$ cat src/design/soc_pkg.sv
// SoC bus control shared definitions
// Bus widths, slave numbering, address windows and interrupt vectors

package soc_pkg;

  // --------------------------------------------------
  // Bus widths
  // --------------------------------------------------
  localparam int DATA_W     = 16;               // CPU data bus
  localparam int ADDR_W     = 20;               // Tag bit + word address 19:1
  localparam int SEL_W      = DATA_W / 8;       // Byte lanes
  localparam int NUM_SLAVES = 5;                // Decoded slaves, default not counted
  localparam int NUM_IRQ    = 8;
  localparam int IID_W      = $clog2(NUM_IRQ);

  // Slave index into the strobe and ack vectors
  typedef enum logic [2:0] {
    SLV_ROM   = 3'd0,
    SLV_VGA   = 3'd1,
    SLV_UART  = 3'd2,
    SLV_TIMER = 3'd3,
    SLV_RAM   = 3'd4
  } slave_e;

  // One address word, seen as memory or as I/O space
  typedef union packed {
    struct packed {
      logic        tag;                         // 0 for memory
      logic [18:0] wadr;                        // Word address 19:1
    } mem;
    struct packed {
      logic        tag;                         // 1 for I/O
      logic [3:0]  rsvd;                        // Upper bits, not decoded
      logic [14:0] port;                        // Port address 15:1
    } io;
  } bus_addr_u;

  // --------------------------------------------------
  // Address windows, base and mask
  // --------------------------------------------------
  localparam bus_addr_u ROM_BASE     = 20'b0_1111_1111_1111_0000_000; // 0xFFF00
  localparam bus_addr_u ROM_MASK     = 20'b1_1111_1111_1111_0000_000;
  localparam bus_addr_u VGA_MEM_BASE = 20'b0_1010_0000_0000_0000_000; // 0xA0000
  localparam bus_addr_u VGA_MEM_MASK = 20'b1_1110_0000_0000_0000_000;
  localparam bus_addr_u VGA_IO_BASE  = 20'b1_0000_0000_0011_1100_000; // io 0x3C0
  localparam bus_addr_u VGA_IO_MASK  = 20'b1_0000_1111_1111_1110_000;
  localparam bus_addr_u UART_BASE    = 20'b1_0000_0000_0011_1111_100; // io 0x3F8
  localparam bus_addr_u UART_MASK    = 20'b1_0000_1111_1111_1111_100;
  localparam bus_addr_u TIMER_BASE   = 20'b1_0000_0000_0000_0100_000; // io 0x40
  localparam bus_addr_u TIMER_MASK   = 20'b1_0000_1111_1111_1111_110;
  localparam bus_addr_u RAM_BASE     = 20'b0_0000_0000_0000_0000_000; // Any memory
  localparam bus_addr_u RAM_MASK     = 20'b1_0000_0000_0000_0000_000;

  // Acknowledge cycle vectors
  localparam logic [DATA_W-1:0] NMI_VECTOR      = 16'h0002;
  localparam logic [DATA_W-1:0] IRQ_VECTOR_BASE = 16'h0008;

endpackage

$ cat src/design/cpu_bus_if.sv
// CPU request bundle
// Carries one bus cycle from the top level to the slave decoder

`timescale 1ns/1ps

interface cpu_bus_if;
  import soc_pkg::*;

  bus_addr_u          adr;    // Tag + word address
  logic [DATA_W-1:0]  dat_w;  // Write data
  logic [SEL_W-1:0]   sel;    // Byte lanes
  logic               we;
  logic               cyc;
  logic               stb;

  // Driven from the CPU ports
  modport source (
    output adr,
    output dat_w,
    output sel,
    output we,
    output cyc,
    output stb
  );

  // Decode needs address and cycle qualifiers only
  modport decoder (
    input adr,
    input cyc,
    input stb
  );

endinterface

$ cat src/design/reset_debounce.sv
// Power-on reset debounce
// Stretches any low pulse on rst_lck into a full-length system reset

`timescale 1ns/1ps

module reset_debounce #(
  parameter int unsigned DEBOUNCE_CYCLES = 131071
) (
  input  logic clk,
  input  logic rst_lck,     // Active low, may bounce
  output logic sys_rst_o    // Active high, clean
);

  localparam int CNT_W = $clog2(DEBOUNCE_CYCLES + 1);

  logic [CNT_W-1:0] cnt_q;
  logic             rst_q;

  // Reload while held, count out after release
  always_ff @(posedge clk) begin
    if (!rst_lck) begin
      cnt_q <= CNT_W'(DEBOUNCE_CYCLES);
    end else if (cnt_q != '0) begin
      cnt_q <= cnt_q - 1'b1;
    end
  end

  // Registered output, high from the first low sample
  always_ff @(posedge clk) begin
    if (!rst_lck) begin
      rst_q <= 1'b1;
    end else begin
      rst_q <= (cnt_q != '0);   // Drops once the count is spent
    end
  end

  assign sys_rst_o = rst_q;

endmodule

$ cat src/design/slave_decoder.sv
// Slave decoder
// Address/mask match of each CPU cycle, one-hot strobe, read data and
// ack return, plus a default slave that acks unmapped I/O with zero

`timescale 1ns/1ps

module slave_decoder (
  input  logic                                  clk,
  input  logic                                  sys_rst_i,
  cpu_bus_if.decoder                            bus,
  output logic [soc_pkg::NUM_SLAVES-1:0]        slv_stb_o,
  input  logic [soc_pkg::NUM_SLAVES-1:0]        slv_ack_i,
  input  logic [soc_pkg::DATA_W-1:0]            slv_dat_i [soc_pkg::NUM_SLAVES],
  output logic [soc_pkg::DATA_W-1:0]            rd_dat_o,
  output logic                                  ack_o
);
  import soc_pkg::*;

  // --------------------------------------------------
  // Window match in memory and I/O view
  // --------------------------------------------------
  function automatic logic mem_hit(bus_addr_u a, bus_addr_u base, bus_addr_u mask);
    return ((a.mem.tag & mask.mem.tag) == base.mem.tag) &&
           ((a.mem.wadr & mask.mem.wadr) == base.mem.wadr);
  endfunction

  function automatic logic io_hit(bus_addr_u a, bus_addr_u base, bus_addr_u mask);
    return a.io.tag && ((a.io.port & mask.io.port) == base.io.port);
  endfunction

  logic   cyc_act;    // Live cycle outside reset
  logic   dec_hit;    // Some window matched
  slave_e dec_idx;
  logic   busy_q;     // Cycle waiting on a slave ack
  logic   hit_q;
  slave_e idx_q;
  logic   cur_hit;
  slave_e cur_idx;

  assign cyc_act = bus.cyc && bus.stb && !sys_rst_i;

  // Fixed priority with RAM checked last
  always_comb begin
    dec_hit = 1'b1;
    dec_idx = SLV_RAM;
    if (mem_hit(bus.adr, ROM_BASE, ROM_MASK)) begin
      dec_idx = SLV_ROM;                              // Boot ROM overlays RAM
    end else if (mem_hit(bus.adr, VGA_MEM_BASE, VGA_MEM_MASK) ||
                 io_hit(bus.adr, VGA_IO_BASE, VGA_IO_MASK)) begin
      dec_idx = SLV_VGA;
    end else if (io_hit(bus.adr, UART_BASE, UART_MASK)) begin
      dec_idx = SLV_UART;
    end else if (io_hit(bus.adr, TIMER_BASE, TIMER_MASK)) begin
      dec_idx = SLV_TIMER;
    end else if (mem_hit(bus.adr, RAM_BASE, RAM_MASK)) begin
      dec_idx = SLV_RAM;                              // Memory space only
    end else begin
      dec_hit = 1'b0;                                 // Default slave
    end
  end

  // --------------------------------------------------
  // Selection hold while a slave stretches its ack
  // --------------------------------------------------
  always_ff @(posedge clk) begin
    if (sys_rst_i) begin
      busy_q <= 1'b0;
    end else begin
      busy_q <= cyc_act && !ack_o;   // Clears on ack or a dropped cycle
    end
  end

  // Capture the decode of the first cycle
  always_ff @(posedge clk) begin
    if (!busy_q) begin
      hit_q <= dec_hit;
      idx_q <= dec_idx;
    end
  end

  assign cur_hit = busy_q ? hit_q : dec_hit;
  assign cur_idx = busy_q ? idx_q : dec_idx;

  // One-hot strobe with none for the default slave
  always_comb begin
    slv_stb_o = '0;
    if (cyc_act && cur_hit) begin
      slv_stb_o[cur_idx] = 1'b1;
    end
  end

  // Default slave acks at once
  assign ack_o    = cyc_act && (cur_hit ? slv_ack_i[cur_idx] : 1'b1);
  assign rd_dat_o = cur_hit ? slv_dat_i[cur_idx] : '0;   // Zero from default

endmodule

$ cat src/design/irq_controller.sv
// Priority interrupt controller
// Edge-detects eight request lines, keeps pending bits and reports
// the lowest pending index, cleared by the CPU acknowledge

`timescale 1ns/1ps

module irq_controller (
  input  logic                          clk,
  input  logic                          sys_rst_i,
  input  logic [soc_pkg::NUM_IRQ-1:0]   intv_i,
  input  logic                          inta_i,
  output logic                          intr_o,
  output logic [soc_pkg::IID_W-1:0]     iid_o
);
  import soc_pkg::*;

  logic [NUM_IRQ-1:0] intv_s_q;     // Sampled requests
  logic [NUM_IRQ-1:0] intv_p_q;     // Previous sample
  logic [NUM_IRQ-1:0] rise;
  logic [NUM_IRQ-1:0] clr;
  logic [NUM_IRQ-1:0] pending_q;
  logic [IID_W-1:0]   iid;

  // --------------------------------------------------
  // Edge detect
  // --------------------------------------------------
  always_ff @(posedge clk) begin
    if (sys_rst_i) begin
      intv_s_q <= '0;
      intv_p_q <= '0;
    end else begin
      intv_s_q <= intv_i;
      intv_p_q <= intv_s_q;
    end
  end

  assign rise = intv_s_q & ~intv_p_q;   // One cycle per low-to-high

  // Lowest index wins
  always_comb begin
    iid = '0;
    for (int i = NUM_IRQ - 1; i >= 0; i--) begin
      if (pending_q[i]) begin
        iid = IID_W'(i);
      end
    end
  end

  // Acknowledge retires the reported line
  assign clr = (inta_i && (pending_q != '0)) ? (NUM_IRQ'(1) << iid) : '0;

  // --------------------------------------------------
  // Pending bits
  // --------------------------------------------------
  always_ff @(posedge clk) begin
    if (sys_rst_i) begin
      pending_q <= '0;
    end else begin
      pending_q <= (pending_q & ~clr) | rise;   // New edge beats clear
    end
  end

  assign intr_o = |pending_q;
  assign iid_o  = iid;

endmodule

$ cat src/design/cpu_response_mux.sv
// CPU read data select
// NMI vector first, then interrupt vector, else switched slave data

`timescale 1ns/1ps

module cpu_response_mux (
  input  logic                        nmia_i,
  input  logic                        inta_i,
  input  logic [soc_pkg::IID_W-1:0]   iid_i,
  input  logic [soc_pkg::DATA_W-1:0]  rd_dat_i,
  output logic [soc_pkg::DATA_W-1:0]  cpu_dat_o
);
  import soc_pkg::*;

  logic [DATA_W-1:0] irq_vec;

  // Vector table entry per line
  assign irq_vec = IRQ_VECTOR_BASE + DATA_W'(iid_i);

  always_comb begin
    if (nmia_i) begin
      cpu_dat_o = NMI_VECTOR;     // Overrides a concurrent inta
    end else if (inta_i) begin
      cpu_dat_o = irq_vec;
    end else begin
      cpu_dat_o = rd_dat_i;       // Normal bus read
    end
  end

endmodule

$ cat src/design/soc_bus_ctrl.sv
// CPU bus fabric top level
// Reset debounce, slave decode, interrupt controller and the CPU
// read mux, wired between the CPU ports and the five slaves

`timescale 1ns/1ps

module soc_bus_ctrl #(
  parameter int unsigned DEBOUNCE_CYCLES = 131071
) (
  input  logic                              clk,
  input  logic                              rst_lck,
  // CPU request
  input  logic [soc_pkg::ADDR_W-1:1]        cpu_adr_i,
  input  logic                              cpu_io_i,
  input  logic [soc_pkg::DATA_W-1:0]        cpu_dat_i,
  input  logic [soc_pkg::SEL_W-1:0]         cpu_sel_i,
  input  logic                              cpu_we_i,
  input  logic                              cpu_cyc_i,
  input  logic                              cpu_stb_i,
  // CPU response
  output logic [soc_pkg::DATA_W-1:0]        cpu_dat_o,
  output logic                              cpu_ack_o,
  // Shared slave request
  output logic [soc_pkg::ADDR_W-1:1]        slv_adr_o,
  output logic                              slv_io_o,
  output logic [soc_pkg::DATA_W-1:0]        slv_dat_o,
  output logic [soc_pkg::SEL_W-1:0]         slv_sel_o,
  output logic                              slv_we_o,
  // Per slave
  output logic [soc_pkg::NUM_SLAVES-1:0]    slv_stb_o,
  input  logic [soc_pkg::NUM_SLAVES-1:0]    slv_ack_i,
  input  logic [soc_pkg::DATA_W-1:0]        rom_dat_i,
  input  logic [soc_pkg::DATA_W-1:0]        vga_dat_i,
  input  logic [soc_pkg::DATA_W-1:0]        uart_dat_i,
  input  logic [soc_pkg::DATA_W-1:0]        timer_dat_i,
  input  logic [soc_pkg::DATA_W-1:0]        ram_dat_i,
  // Interrupts
  input  logic [soc_pkg::NUM_IRQ-1:0]       intv_i,
  input  logic                              inta_i,
  input  logic                              nmia_i,
  output logic                              intr_o,
  output logic [soc_pkg::IID_W-1:0]         iid_o
);
  import soc_pkg::*;

  logic              sys_rst;
  logic [DATA_W-1:0] slv_rdat [NUM_SLAVES];   // Read data by slave index
  logic [DATA_W-1:0] dec_rd_dat;
  logic              dec_ack;
  logic [IID_W-1:0]  iid;

  cpu_bus_if bus ();

  // --------------------------------------------------
  // CPU request into the bundle, fan-out to slaves
  // --------------------------------------------------
  assign bus.adr   = {cpu_io_i, cpu_adr_i};   // Tag on top
  assign bus.dat_w = cpu_dat_i;
  assign bus.sel   = cpu_sel_i;
  assign bus.we    = cpu_we_i;
  assign bus.cyc   = cpu_cyc_i;
  assign bus.stb   = cpu_stb_i;

  assign slv_adr_o = bus.adr.mem.wadr;
  assign slv_io_o  = bus.adr.mem.tag;
  assign slv_dat_o = bus.dat_w;
  assign slv_sel_o = bus.sel;
  assign slv_we_o  = bus.we;

  assign slv_rdat[SLV_ROM]   = rom_dat_i;
  assign slv_rdat[SLV_VGA]   = vga_dat_i;
  assign slv_rdat[SLV_UART]  = uart_dat_i;
  assign slv_rdat[SLV_TIMER] = timer_dat_i;
  assign slv_rdat[SLV_RAM]   = ram_dat_i;

  reset_debounce #(
    .DEBOUNCE_CYCLES (DEBOUNCE_CYCLES)
  ) u_reset_debounce (
    .clk       (clk),
    .rst_lck   (rst_lck),
    .sys_rst_o (sys_rst)
  );

  slave_decoder u_slave_decoder (
    .clk       (clk),
    .sys_rst_i (sys_rst),
    .bus       (bus.decoder),
    .slv_stb_o (slv_stb_o),
    .slv_ack_i (slv_ack_i),
    .slv_dat_i (slv_rdat),
    .rd_dat_o  (dec_rd_dat),
    .ack_o     (dec_ack)
  );

  irq_controller u_irq_controller (
    .clk       (clk),
    .sys_rst_i (sys_rst),
    .intv_i    (intv_i),
    .inta_i    (inta_i),
    .intr_o    (intr_o),
    .iid_o     (iid)
  );

  cpu_response_mux u_cpu_response_mux (
    .nmia_i    (nmia_i),
    .inta_i    (inta_i),
    .iid_i     (iid),
    .rd_dat_i  (dec_rd_dat),
    .cpu_dat_o (cpu_dat_o)
  );

  assign cpu_ack_o = dec_ack;
  assign iid_o     = iid;

endmodule

$ cat config.mk
export PLATFORM = sky130hd
export DESIGN_NAME = soc_bus_ctrl
export DESIGN_NICKNAME = d
export VERILOG_FILES = /design/src/design/soc_pkg.sv /design/src/design/cpu_bus_if.sv /design/src/design/reset_debounce.sv /design/src/design/slave_decoder.sv /design/src/design/irq_controller.sv /design/src/design/cpu_response_mux.sv /design/src/design/soc_bus_ctrl.sv
export SDC_FILE = /design/constraint.sdc
export NUM_CORES = 1
export LEC_CHECK = 0
export BUFFER_PORTS_ARGS = -buffer_cell sky130_fd_sc_hd__buf_2
export CORE_UTILIZATION = 47
export DETAILED_ROUTE_END_ITERATION = 8
export PLACE_DENSITY = 0.87
export SLEW_MARGIN = 5
export SYNTH_ARGS = -nofsm -noshare
export SYNTH_HDL_FRONTEND = slang
export SYNTH_SLANG_ARGS = --single-unit
$ cat constraint.sdc
create_clock -name clk -period 4.2 [get_ports clk]
set_input_delay 0 -clock clk [delete_from_list [all_inputs] [get_ports clk]]
set_output_delay 0 -clock clk [all_outputs]
set_load 0.005 [all_outputs]
==> results.toml <==
[die]
die_h_um = 85.2
std_cell_rows = 29
core_area_sq_um = 6530
start_util = 0.498
fp.dieW_um = 85.2
die_area_sq_um = 7260
top_level_ports = 203

[placed_design]
io_buffers = 162
place_area_sq_um = 3780
pre_cts_slack_ps = 1230
place.gp.congestion = 1.01
place_hpwl_um = 8490

[pwr]
power_density_nw_per_um2 = 218
power.total_mw = 0.861
leakage_nw = 1.71
ir_drop_uv = 199

[worst_setup_path]
worstPathMaxFanout = 24
worstSetupPathType = "register to output port"
cp-end-kind = "output port"
reg2reg_to = "u_slave_decoder.busy_q"
path_cells = "a221oi_1, or2_1, mux2i_1, a311oi_1, buf_2"
reg2regPathDepth = 4
critPathTopFamily = "compound AO/OA/AOI/OAI gates"
cp.depth = 5
r2r_start = "u_slave_decoder.busy_q"
rrSetupSlack_ps = 1520
cp_slowest_cell = "a221oi_1"
cp.arrival_ps = 3300
cpPeakStageDelay_ps = 1020
crit_required_ps = 4200
cp-start-kind = "register"
path_buf_inv = 1

[synth]
synth_edf_count = 0
synth_ff_type = "dfxtp_1"
yosys.area.top_type = "dfxtp_1"
ys_seq_area_frac = 0.289
ys_types = 60
synth_top_area_share = 0.289
yosys-top-cells-area = "dfxtp_1 29%, buf_4 9.2%, a21oi_1 7.7%"
yosysWarnings = 0
synth_nets = 571
async_flop_share = 0
syn-cell-area_sq_um = 3250
netlist_instances = 432
synth.avg_cell_area_sq_um = 7.53
ys_ff_latch = 47

[global_routing]
grt_usage = 0.291
grt_max_degree = 32
grt-ovfl-total = 0
grt_pass1_vias = 3363
grt_pass1_wl_um = 16500
antenna_found_initial = 0

[clock_network]
root_buffer = "clkbuf_8"
clk_latency_ps = 290
clk_pin_slew_worst_paths_ps = 80
cts_tree = "built"
ctsResizeCount = 0
clock_sinks = 47
ctsHtreeMaxLevel = 2
cts_setup_buffers = 0
clockBufferDepth = 2
cts_buffers = 5

[detailed_routing]
vias = 3611
dr.pass1.iters = 5
drc = 0
via_per_inst = 5.80
wl_per_cell_um = 17.3
dr.first_iter.drc_count = 250
postRouteAntennaNets = 0
routed_wirelength_um = 10800

[sta]
hold_violations = 0
clock.fmax_mhz = 303
setup_viol = 0
max-slew-margin-rel = 0.203
finalCriticalPeriod_ps = 3300
fin_crit_sh = 0.785
setup_tns_ps = 0
rsz0062_at_grt = "false"
finalMaxSlewViolations = 0
skew_ps = 2.22
worst_slack_ps = 902
tightest_slew_ps = 1200

[final_layout]
final_cell_mix = "162 x buf_2, 50 x a21oi_1, 47 x dfxtp_1, 41 x nor2_1, 32 x o21ai_0"
final_common_cell = "buf_2"
area_growth_pct = 21.1
drive_gt1_frac = 0.333
diodes = 0
nNetsFinal = 684
design_area_sq_um = 3940

[run]
drv_cap = 0

[hold_path]
whs_path_depth = 0
hp-class = "input port to output port"
holdPathEnd = "slv_dat_o[9]"
hp-start = "cpu_dat_i[9]"

[run_status]
status = "complete, no violations"
==> layout make-up <==
type | instances | area, sq um
timing repair buffer | 172 | 906
clock inverter | 2 | 12.5
fill | 584 | 2590
sequential | 47 | 941
clock buffer | 6 | 72.6
tap | 77 | 96.3
inverter | 14 | 52.6
multi-input combinational | 305 | 1860
==> Yosys cell counts (all sizes together) (2+ instances only) <==
cell type  instances
nand4              4
clkbuf            17
nor2b             19
o41ai              5
o211ai             5
a22oi              2
or2                4
nand2b             6
and4b             12
a21boi             3
xnor2              9
a211oi             9
nand3b             2
nand3              9
nor4               7
or3                3
dfxtp             47
o311ai             3
xor2               2
a21oi             50
nor3              12
or4                2
inv               14
o21ai             34
nand2             28
and2               3
nor3b             10
o31ai              2
nor2              41
o21bai             2
buf               49
==> flip-flops by register name, indices dropped and copies added, names as in the netlist <==
register	count
u_slave_decoder.idx_q	3
u_irq_controller.intv_p_q	8
u_slave_decoder.hit_q	1
u_irq_controller.intv_s_q	8
u_irq_controller.pending_q	8
u_reset_debounce.sys_rst_o	1
u_reset_debounce.cnt_q	17
u_slave_decoder.busy_q	1
==> repair_timing <==
item,in CTS,in global routing
endpoints found under the setup margin,0,0
hold buffers,8,0
endpoints found under the hold margin,8,0
==> kinds of logic after synthesis <==
logic type,Yosys count,share of synthesized area
compound gates,126,0.248
xor+xnor,11,0.0296
fa+ha+maj,1,0.00384
buf+inv,80,0.143
flops,47,0.289
mux,1,0.00308
simple gates,166,0.284
==> per-stage QoR <==
step,cells,hold slack [ps],utilization
after floorplan,432,80.8,-
after global placement,607,0.0346,0.578
after detailed placement,607,0.0346,0.578
after CTS,623,0.0346,0.604
after global routing,623,0.00834,0.604
final,623,0.00199,0.604
==> how the worst max path moves through the flow <==
stage | startpoint | end
final | u_slave_decoder.busy_q | cpu_ack_o
after global routing | u_slave_decoder.busy_q | cpu_ack_o
after CTS | u_slave_decoder.busy_q | cpu_ack_o
after detailed placement | cpu_io_i | cpu_ack_o
after global placement | cpu_io_i | cpu_ack_o
after floorplan | u_reset_debounce.cnt_q[6] | u_reset_debounce.cnt_q[4]
==> power by group <==
part	switching, mW	total (mW)	leakage, nW	internal, mW
sequential	0.00281	0.451	0.380	0.449
clock	0.148	0.265	0.0412	0.116
combinational	0.0689	0.145	1.28	0.0763
total	0.220	0.861	1.71	0.641
==> routing by layer <==
metal | global-route usage | part of all wire | up-vias
li1 | - | - | 1723
met1 | 0.339 | 0.39 | 1698
met2 | 0.554 | 0.52 | 166
met3 | 0.0409 | 0.063 | 24
met4 | 0.0740 | 0.023 | 0
met5 | 0 | 0 | -
==> worst reg2reg max path, delay by kind of cell (launching register included) <==
family	cells	cell delay, ps
AOI/OAI and AO/OA	1	1020
DFF	1	380
muxes	1	310
and+or+nand+nor	2	930
No activity file was read; power rests on OpenSTA's default activity.
